--- src/logic/adma_pkg.sv ---
/*
 * adma shared definitions
 * word widths, descriptor action codes and the attribute word layout
 */
`default_nettype none

package adma_pkg;

   localparam int data_w = 32;   // system bus word
   localparam int len_w  = 16;   // descriptor length field

   ////////////////////
   // descriptor actions
   ////////////////////
   localparam logic [1:0] act_nop  = 2'b00;
   localparam logic [1:0] act_tran = 2'b10;
   localparam logic [1:0] act_link = 2'b11;
   // 2'b01 is reserved and handled like nop

   // descriptor word 0, seen raw on the bus or split into fields
   typedef union packed {
      logic [data_w-1:0] raw;
      struct packed {
         logic             valid;     // descriptor may be used
         logic             end_flag;  // last descriptor of the chain
         logic [1:0]       rsvd;
         logic [1:0]       act;
         logic [9:0]       spare;
         logic [len_w-1:0] length;    // words to move for tran
      } attr;
   } adma_attr_u;

endpackage

`default_nettype wire
--- src/logic/adma_descriptor_fetch.sv ---
/*
 * adma descriptor fetcher
 * walks the descriptor chain in ram and hands tran jobs to the data mover
 */
`timescale 1ns/1ps
`default_nettype none

module adma_descriptor_fetch #(
   parameter int ADDR_W = 8
) (
   input  wire                         CLK,
   input  wire                         rst_n,
   input  wire                         start,
   input  wire [ADDR_W-1:0]            desc_base,
   output logic                        busy,
   output logic                        done,
   output logic                        error,
   output logic                        req,
   output logic [ADDR_W-1:0]           addr,
   input  wire                         gnt,
   input  wire                         rvalid,
   input  wire [adma_pkg::data_w-1:0]  rdata,
   output logic                        job_go,
   output logic [ADDR_W-1:0]           job_addr,
   output logic [adma_pkg::len_w-1:0]  job_len,
   input  wire                         job_done
);

   typedef enum logic [2:0] {
      s_idle, s_attr_req, s_attr_wait, s_addr_req, s_addr_wait, s_job
   } state_t;

   state_t               state;
   logic [ADDR_W-1:0]    desc_ptr;   // word 0 of current descriptor
   adma_pkg::adma_attr_u attr_in;
   adma_pkg::adma_attr_u attr_q;
   logic                 job_open;

   assign attr_in.raw = rdata;
   assign busy = (state != s_idle);
   assign req  = (state == s_attr_req) || (state == s_addr_req);
   assign addr = (state == s_addr_req) ? desc_ptr + ADDR_W'(1) : desc_ptr;

   always_ff @(posedge CLK) begin
      if (!rst_n) begin
         state  <= s_idle;
         done   <= 1'b0;
         error  <= 1'b0;
         job_go <= 1'b0;
      end else begin
         done   <= 1'b0;
         error  <= 1'b0;
         job_go <= 1'b0;
         case (state)
            s_idle: if (start) begin
               desc_ptr <= desc_base;
               state    <= s_attr_req;
            end
            s_attr_req: if (gnt) state <= s_attr_wait;
            s_attr_wait: if (rvalid) begin
               attr_q <= attr_in;
               if (!attr_in.attr.valid) begin
                  error <= 1'b1;   // chain aborted
                  state <= s_idle;
               end else begin
                  state <= s_addr_req;
               end
            end
            s_addr_req: if (gnt) state <= s_addr_wait;
            s_addr_wait: if (rvalid) begin
               case (attr_q.attr.act)
                  adma_pkg::act_tran: begin
                     job_go   <= 1'b1;
                     job_addr <= rdata[ADDR_W-1:0];
                     job_len  <= attr_q.attr.length;
                     state    <= s_job;
                  end
                  adma_pkg::act_link: begin
                     desc_ptr <= rdata[ADDR_W-1:0];
                     done     <= attr_q.attr.end_flag;
                     state    <= attr_q.attr.end_flag ? s_idle : s_attr_req;
                  end
                  default: begin   // nop and reserved
                     desc_ptr <= desc_ptr + ADDR_W'(2);
                     done     <= attr_q.attr.end_flag;
                     state    <= attr_q.attr.end_flag ? s_idle : s_attr_req;
                  end
               endcase
            end
            s_job: if (job_done) begin
               desc_ptr <= desc_ptr + ADDR_W'(2);
               done     <= attr_q.attr.end_flag;
               state    <= attr_q.attr.end_flag ? s_idle : s_attr_req;
            end
            default: state <= s_idle;
         endcase
      end
   end

   // open from job_go until the mover reports back
   always_ff @(posedge CLK) begin
      if (!rst_n) begin
         job_open <= 1'b0;
      end else if (job_go) begin
         job_open <= 1'b1;
      end else if (job_done) begin
         job_open <= 1'b0;
      end
   end

   a_one_job: assert property (@(posedge CLK) disable iff (!rst_n)
      job_go |-> !job_open);
   a_done_owned: assert property (@(posedge CLK) disable iff (!rst_n)
      job_done |-> job_open);

endmodule

`default_nettype wire

--- config.mk ---
export PLATFORM = sky130hd
export DESIGN_NAME = adma_descriptor_fetch
export DESIGN_NICKNAME = d
export VERILOG_FILES = /design/src/logic/adma_pkg.sv /design/src/logic/adma_descriptor_fetch.sv
export SDC_FILE = /design/constraint.sdc
export NUM_CORES = 1
export LEC_CHECK = 0
export BUFFER_PORTS_ARGS = -buffer_cell sky130_fd_sc_hd__buf_2
export CORE_MARGIN = 2
export CORE_UTILIZATION = 40
export DETAILED_ROUTE_END_ITERATION = 6
export MAX_ROUTING_LAYER = met4
export PLACE_DENSITY = 0.64
export SYNTH_ARGS = -nofsm -noshare
export SYNTH_HDL_FRONTEND = slang
export SYNTH_SLANG_ARGS = --single-unit
--- constraint.sdc ---
create_clock -name CLK -period 4.4 [get_ports CLK]
set_clock_uncertainty 0.05 [all_clocks]
set_input_delay 0.44 -clock CLK [delete_from_list [all_inputs] [get_ports CLK]]
set_output_delay 0.44 -clock CLK [all_outputs]
set_load 0.005 [all_outputs]
==> impl_metrics.yaml, run 1 <==
status:
  outcome: "finished, final reports clean"
synth:
  post_synth_num_cell_types: 37
  ys_ff_latch: 57
  yosysSeqAreaShare_pct: 70.25
  synthCells: 170
  synth-main-ff-cell: "edfxtp_1"
  synth_top_area_cell: "edfxtp_1"
  async_reset_ff_share_pct: 0
  synth_edf_count: 51
  ys_top_cells_by_area: "edfxtp_1 (65%), dfxtp_1 (5.1%), nand2_1 (3.5%), xnor2_1 (3.0%), o21ai_0 (2.8%)"
  syn_nets: 218
  ys_warn_count: 0
  synth_area_per_cell_um2: 13.83
  syn-cell-area_um2: 2351
  synth_top_area_share_pct: 65.14
setup_path:
  cp-end-kind: "output port"
  worstPathMaxFanout: 18
  r2r_slack_ns: 2.23
  timing_worst_setup_path_type: "flop to output port"
  critPathLaunchType: "flop"
  crit_required_ns: 3.91
  worstPathArrival_ns: 1.97
pwr:
  power_mw: 1.284
  p_leak_nw: 1.144
  powerDensity_nw_per_um2: 438.9
  ir_worst_vdd_v: 0.0001867
global_route:
  grt_pass1_wl_mm: 7.217
  grt.total_usage_pct: 15.68
  antenna_found_initial: 0
  grt_start_max_net_pins: 25
  grt_pass1_vias: 1484
  grt_overflow: 0
timing:
  min_period_ns: 2.465
  drv_slew: 0
  setup_tns_ns: 0
  hold_violations: 0
  rsz0062_at_grt: "false"
  fin_crit_sh_pct: 56.02
  setup_viol: 0
  setup_slack_ns: 1.935
  tightest_slew_ns: 0.8999
  relSlewSlack_pct: 40.01
  fmax_mhz: 405.7
  hold_slack_ns: 0.2345
floorplan:
  dieArea_um2: 6507
  die_x_um: 80.67
  io_pins: 83
  start_util_pct: 41.92
  core-area_um2: 5608
  die_h_um: 80.67
  num_rows: 27
clocking:
  cts_tree: "yes"
  path_clk_slew_ns: 0.06
  cts_buffers: 9
  clkSinkCount: 57
  cts_resized: 0
  cts_buffer_depth: 2
  htree_num_levels: 3
  ctsHoldBuffers: 0
  cts_setup_buffers: 0
  cts-root-buf: "clkbuf_8"
  insertion_delay_ns: 0.33
finish:
  drive_gt1_share_pct: 36.03
  layout_common_cells: "buf_2 (70), edfxtp_1 (51), nand2_1 (22)"
  area_growth_pct: 24.48
  finalNonFillerCells: 319
  insertedDiodeCount: 0
  final_core_util_pct: 52.19
  final_common_cell: "buf_2"
  fill_cells: 516
  design_area_um2: 2927
  fin_nets: 291
routing:
  num_vias: 1553
  routed_wirelength_mm: 4.409
  drt-initial-drc-count: 87
  ant_nets: 0
  dr.pass1.iters: 4
  wl_per_cell_um: 13.82
  drc: 0
  avgViaCountPerCell: 4.868
placed_design:
  placed_area_um2: 2743
  routabilityCongestion: 0.8055
  io_buffers: 70
  dpl.hpwl_mm: 3.121
  dp_slack_ns: 2.231
  post-place-cells: 304
run:
  maxCapViolCount: 0
hold_path:
  worstHoldPathType: "input pin to flop"
registers in the layout, summed over array words and instances (netlist names):
signal / cells
attr_q: 19
job_len: 16
desc_ptr: 8
job_addr: 8
state: 3
done: 1
error: 1
job_go: 1
kinds of logic after synthesis:
| kind of cell | count (synthesis) | synth area share (%) |
|---|---|---|
| xor+xnor | 13 | 4.843 |
| buf+inv | 10 | 2.820 |
| flops | 57 | 70.25 |
| mux | 4 | 1.756 |
| fa+ha+maj | 2 | 1.064 |
| simple gates | 62 | 13.78 |
| compound gates | 22 | 5.482 |
cells in the mapped netlist, types with 2 or more instances:
cell,count
nor2_1,6
ha_1,2
nand3b_1,2
o21ai_0,13
buf_2,5
edfxtp_1,51
nand4_1,2
xnor2_1,8
dfxtp_1,6
a21oi_1,2
nor4_1,2
nand3_1,9
nor2b_1,4
nand2b_1,2
mux2i_1,3
nand2_1,22
buf_4,2
and3b_1,2
o211ai_1,2
and3_1,3
xor2_1,5
buf_6,2
worst max-delay path, cell delays in order (launching register included):
cell and delay, ns:
dfxtp_1 0.66, and3b_1 0.38, and3_4 0.24, nand3_1 0.09
xnor2_1 0.14, buf_2 0.13
power breakdown:
part | total (mW) | switching (mW) | leakage [nW] | internal [mW]
clock | 0.457 | 0.203 | 0.0925 | 0.255
combinational | 0.167 | 0.0812 | 0.542 | 0.0858
sequential | 0.660 | 0.0426 | 0.510 | 0.617
total | 1.28 | 0.326 | 1.14 | 0.958
area by class of cell:
cell class	instances	area, um2	area share, %
clock buffer	9	123.9	4.233
clock inverter	6	60.06	2.052
inverter	1	3.754	0.1283
multi-input combinational	103	639.4	21.85
sequential	57	1652	56.43
tap	72	90.09	3.078
timing repair buffer	71	357.8	12.23
path summary, 6_finish.rpt:
| kind | endpoint | start | cells after the start |
|---|---|---|---|
| worst min register to register | job_len[8] | attr_q[8] | 0 |
| worst max register to register | job_addr[3] | state[2] | 4 |
| worst min-delay path | attr_q[27] | rdata[27] | 1 |
| worst max-delay path | addr[7] | state[0] | 5 |
metal layers:
layer | track usage [%] | vias up | share of wire [%]
met5 | - | - | 0
met4 | 8.136 | 0 | 1.9
met3 | 4.157 | 9 | 5.8
met2 | 23.75 | 50 | 47
met1 | 19.35 | 722 | 45
li1 | - | 772 | -
Note: power is estimated with default switching activity, not from simulation.
==> run 2, diff against run 1 <==
--- a/config.mk
+++ b/config.mk
@@ -5,12 +5,13 @@
 export SDC_FILE = /design/constraint.sdc
 export NUM_CORES = 1
 export LEC_CHECK = 0
+export ABC_AREA = 1
 export BUFFER_PORTS_ARGS = -buffer_cell sky130_fd_sc_hd__buf_2
 export CORE_MARGIN = 2
 export CORE_UTILIZATION = 40
 export DETAILED_ROUTE_END_ITERATION = 6
 export MAX_ROUTING_LAYER = met4
-export PLACE_DENSITY = 0.64
+export PLACE_DENSITY = 0.67
 export SYNTH_ARGS = -nofsm -noshare
 export SYNTH_HDL_FRONTEND = slang
 export SYNTH_SLANG_ARGS = --single-unit
==> constraint.sdc (replaced) <==
create_clock -name CLK -period 2.1 [get_ports CLK]
set_clock_uncertainty 0.05 [all_clocks]
set_input_delay 0.21 -clock CLK [delete_from_list [all_inputs] [get_ports CLK]]
set_output_delay 0.21 -clock CLK [all_outputs]
set_load 0.005 [all_outputs]
==> impl_metrics.yaml, run 2 <==
finish:
  drive_gt1_share_pct: 37.16
  layout_common_cells: "buf_2 (70), edfxtp_1 (51), nand2_1 (43)"
  top_regs: "attr_q (19), job_len (16)"
  largest_reg_flops: 19
  area_growth_pct: 33.39
  fill_cells: 538
  largest-register: "attr_q"
  final_common_cell: "buf_2"
  insertedDiodeCount: 0
  fin_nets: 339
global_route:
  grt.total_usage_pct: 16.26
  antenna_found_initial: 0
  grt_start_max_net_pins: 25
  grt_pass1_vias: 1689
  grt_overflow: 0
  grt_pass1_wl_mm: 7.514
floorplan:
  io_pins: 83
  dieArea_um2: 6572
  num_rows: 28
  start_util_pct: 40.86
  die_h_um: 81.07
  core-area_um2: 5816
  die_x_um: 81.07
synth:
  synth_edf_count: 51
  ys_ff_latch: 57
  ys_warn_count: 0
  synth_area_per_cell_um2: 12.12
  post_synth_num_cell_types: 28
  synth-main-ff-cell: "edfxtp_1"
  yosysSeqAreaShare_pct: 69.51
  synth.most_common_cell: "edfxtp_1"
  synth_top_area_share_pct: 64.45
  ys_top_cells_by_area: "edfxtp_1 (64%), nand2_1 (6.8%), dfxtp_1 (5.1%), nor2_1 (3.0%), xor2_1 (2.9%)"
  async_reset_ff_share_pct: 0
  synthCells: 196
  synth_top_area_cell: "edfxtp_1"
  syn_nets: 244
  syn-cell-area_um2: 2376
  yosys-top-cells-count: "edfxtp_1 (51), nand2_1 (43), nor2_1 (19)"
routing:
  drt-initial-drc-count: 59
  wl_per_cell_um: 12.65
  avgViaCountPerCell: 4.555
  ant_nets: 0
  routed_wirelength_mm: 4.693
  drc: 0
  dr.pass1.iters: 4
  num_vias: 1690
clocking:
  cts_buffer_depth: 2
  cts_buffers: 9
  cts-root-buf: "clkbuf_8"
  cts_setup_buffers: 0
  insertion_delay_ns: 0.33
  cts_tree: "yes"
  clkSinkCount: 57
  path_clk_slew_ns: 0.06
  htree_num_levels: 3
setup_path:
  worstPathMaxFanout: 5
  cp-end-kind: "output port"
  r2r_slack_ns: 0.44
  worstPathArrival_ns: 1.68
  crit_required_ns: 1.84
  critPathLaunchType: "flop"
  timing_worst_setup_path_type: "flop to output port"
timing:
  fmax_mhz: 516.3
  setup_viol: 0
  rsz0062_at_grt: "false"
  fin_crit_sh_pct: 92.23
  min_period_ns: 1.937
  setup_slack_ns: 0.1632
  relSlewSlack_pct: 77.56
  hold_violations: 0
  setup_tns_ns: 0
  tightest_slew_ns: 0.3361
  drv_slew: 0
placed_design:
  dp_slack_ns: 0.3167
  routabilityCongestion: 0.9278
  dpl.hpwl_mm: 3.346
  io_buffers: 70
run:
  maxCapViolCount: 0
pwr:
  p_leak_nw: 1.338
  powerDensity_nw_per_um2: 1050
  ir_worst_vdd_v: 0.0005498
status:
  outcome: "finished, final reports clean"
hold_path:
  worstHoldPathType: "input pin to flop"
-- run 2: changes by cell type after synthesis, sizes merged, moves of 3 or more --
cell | previous run | this run
nor2b | 4 | 0
nor2 | 6 | 26
o21bai | 0 | 3
xor2 | 5 | 8
nor3 | 1 | 5
nand2 | 22 | 47
xnor2 | 8 | 0
mux2i | 3 | 0
o21ai | 13 | 3
and3 | 4 | 0
buf | 9 | 2
inv | 1 | 22
-- run 2: cell families (layout without fill, tap and decap cells) --
family                     count (synthesis)  after routing  share of synthesized area [%]
and+or+nand+nor                           92             92                          18.06
AOI/OAI and AO/OA                         12             12                          3.475
xor gates and xnor gates                   8              8                          2.949
DFF                                       57             57                          69.51
adders and majority gates                  2              2                          1.053
muxes                                      1              1                         0.4739
buffers and inverters                     24            124                          4.476
-- run 2: path summary, 6_finish.rpt --
path | from | end | cells past startpoint
max reg2reg | state[2] | job_len[5] | 5
min reg2reg | attr_q[1] | job_len[1] | 0
min | rdata[7] | attr_q[7] | 1
max | desc_ptr[1] | addr[7] | 6
-- run 2: layout make-up --
cell class | instances | area, um2 | area share, %
multi-input cells | 115 | 633.1 | 19.98
repair buffers | 86 | 513.0 | 16.19
inverters | 22 | 87.58 | 2.764
flip-flops and latches | 57 | 1655 | 52.23
well taps | 75 | 93.84 | 2.961
clock inverters | 6 | 58.81 | 1.856
clock buffers | 10 | 127.6 | 4.027
-- run 2: metrics by stage --
step                hold slack, ns  cells  power, mW  area, um2  utilization [%]
floorplan                   0.2376    196      2.104       2379                -
global placement            0.3373    343      2.336       2849            48.99
detailed placement          0.3381    343      2.366       2849            48.99
CTS                        0.02234    371      3.356       3157            54.28
global route               0.02284    371      3.557       3169            54.50
finish                     0.04135    371      3.326       3169            54.50
-- run 2: where the power goes --
group	switching [mW]	total, mW	internal [mW]	leakage [nW]
logic	0.506	0.857	0.351	0.735
registers	0.120	1.51	1.39	0.512
clock network	0.423	0.963	0.539	0.0913
-- run 2: timing repair --
| action | CTS | global route |
|---|---|---|
| resized for setup | 1 | 3 |
| hold buffers | 12 | 0 |
| hold endpoints to repair | 12 | 0 |
| endpoints found under the setup margin | 1 | 4 |
-- run 2: metal layers --
layer | wire length [um] | global-route usage [%] | vias to the layer above
met5 | 0 | - | -
met4 | 23 | 6.441 | 0
met3 | 329 | 6.333 | 2
met2 | 2363 | 26.20 | 56
met1 | 1977 | 18.23 | 777
li1 | - | - | 855
-- run 2: worst max-delay path, cell delays in order, from the launching register on --
cell and delay [ns]:
edfxtp_1 0.46, ha_1 0.23, nand2_1 0.11, nor3_2 0.21, nand2_1 0.09, xor2_1 0.14, buf_2 0.12
==> run 3, diff against run 2 <==
--- a/config.mk
+++ b/config.mk
@@ -11,7 +11,7 @@
 export CORE_UTILIZATION = 40
 export DETAILED_ROUTE_END_ITERATION = 6
 export MAX_ROUTING_LAYER = met4
-export PLACE_DENSITY = 0.67
+export PLACE_DENSITY = 0.69
 export SYNTH_ARGS = -nofsm -noshare
 export SYNTH_HDL_FRONTEND = slang
 export SYNTH_SLANG_ARGS = --single-unit
==> impl_metrics.yaml, run 3 (synthesized netlist as in run 2, its figures left out) <==
global_route:
  grt_overflow: 0
  grt_start_max_net_pins: 25
  antenna_found_initial: 0
  grt_pass1_vias: 1653
  grt_pass1_wl_mm: 7.534
  grt.total_usage_pct: 15.96
timing:
  setup_viol: 0
  fin_crit_sh_pct: 93.33
  fmax_mhz: 510.2
  relSlewSlack_pct: 60.31
  drv_slew: 0
  rsz0062_at_grt: "false"
  setup_slack_ns: 0.1401
  setup_tns_ns: 0
  tightest_slew_ns: 0.5931
  hold_violations: 0
  hold_slack_ns: 0.01790
  min_period_ns: 1.960
setup_path:
  crit_required_ns: 1.84
  startpoint: "state[0]"
  cpPeakStageDelay_ns: 0.42
  r2r_start: "state[1]"
  reg2reg_depth: 6
  r2r_slack_ns: 0.26
  worstPathMaxFanout: 5
  timing_worst_setup_path_type: "flop to output port"
  r2r_end: "desc_ptr[7]"
  cp-end-kind: "output port"
  crit_path_end: "addr[3]"
  critPathLaunchType: "flop"
  worstPathArrival_ns: 1.70
  crit_slowest_cell: "dfxtp_1"
  path_cells: "inv_2, nor2_4, nand2_2, nor2_2, mux2_1, buf_2"
routing:
  avgViaCountPerCell: 4.609
  ant_nets: 0
  routed_wirelength_mm: 4.487
  dr.pass1.iters: 4
  drt-initial-drc-count: 59
  num_vias: 1673
  drc: 0
  wl_per_cell_um: 12.36
floorplan:
  start_util_pct: 40.86
  die_h_um: 81.07
  num_rows: 28
  core-area_um2: 5816
  die_x_um: 81.07
  io_pins: 83
  dieArea_um2: 6572
finish:
  top_regs: "attr_q (19), job_len (16)"
  area_growth_pct: 30.96
  largest_reg_flops: 19
  final_core_util_pct: 53.51
  fill_cells: 533
  design_area_um2: 3112
  layout_common_cells: "buf_2 (70), edfxtp_1 (51), nand2_1 (43)"
  drive_gt1_share_pct: 38.19
  insertedDiodeCount: 0
  final_common_cell: "buf_2"
  largest-register: "attr_q"
  fin_nets: 332
clocking:
  clkSinkCount: 57
  cts_buffer_depth: 2
  cts_buffers: 9
  cts-root-buf: "clkbuf_8"
  path_clk_slew_ns: 0.06
  insertion_delay_ns: 0.31
  htree_num_levels: 3
  cts_tree: "yes"
pwr:
  p_leak_nw: 1.315
  powerDensity_nw_per_um2: 1093
  ir_worst_vdd_v: 0.0005536
placed_design:
  io_buffers: 70
  routabilityCongestion: 0.8388
  placed_area_um2: 2849
  dpl.hpwl_mm: 3.341
  dp_slack_ns: 0.2707
run:
  maxCapViolCount: 0
status:
  outcome: "finished, final reports clean"
hold_path:
  worstHoldPathType: "input pin to flop"
## run 3: final cells by class
cell class	count	area [um2]	share of cell area [%]
sequential	57	1652	53.08
inverter	22	87.58	2.815
multi-input combinational	115	628.1	20.18
timing repair buffer	79	442.9	14.23
clock inverter	6	83.83	2.694
tap	75	93.84	3.016
clock buffer	9	123.9	3.981
## run 3: metal layers
metal	track usage, %	share of wire, %	vias up	wire [um]
li1	-	-	839	-
met2	25.54	49	58	2220
met3	4.000	5.6	6	252
met1	18.93	43	770	1950
met4	7.627	1.4	0	62
met5	-	0	-	0
## run 3: timing repair
item	CTS	global route
resized for setup	0	1
hold buffers	5	0
endpoints found under the setup margin	0	1
endpoints found under the hold margin	5	0
setup buffers	0	0
## run 3: power breakdown
part | leakage (nW) | internal, mW | switching, mW
Combinational | 0.705 | 0.341 | 0.518
Sequential | 0.511 | 1.38 | 0.106
Clock | 0.0987 | 0.654 | 0.401
## run 3: metrics by stage
stage | total power, mW | std cells
final | 3.402 | 363
after global routing | 3.655 | 363
after CTS | 3.442 | 363
after detailed placement | 2.365 | 343
after global placement | 2.340 | 343
after floorplan | 2.104 | 196
## run 3: worst min path at each step
stage,start,depth (start not counted),slack [ns],to
after floorplan,rdata[31],1,0.24,error
after global placement,rdata[30],1,0.34,attr_q[30]
after detailed placement,rdata[30],1,0.34,attr_q[30]
after CTS,rdata[13],1,0.001,attr_q[13]
after global routing,rdata[8],1,0.003,attr_q[8]
final,rdata[13],1,0.02,attr_q[13]
## run 3: critical path, delay by kind of cell (launching register included)
family | cells | cell delay [ns]
AND/OR/NAND/NOR | 3 | 0.43
multiplexers | 1 | 0.33
flip-flops | 1 | 0.42
buffers and inverters | 2 | 0.21
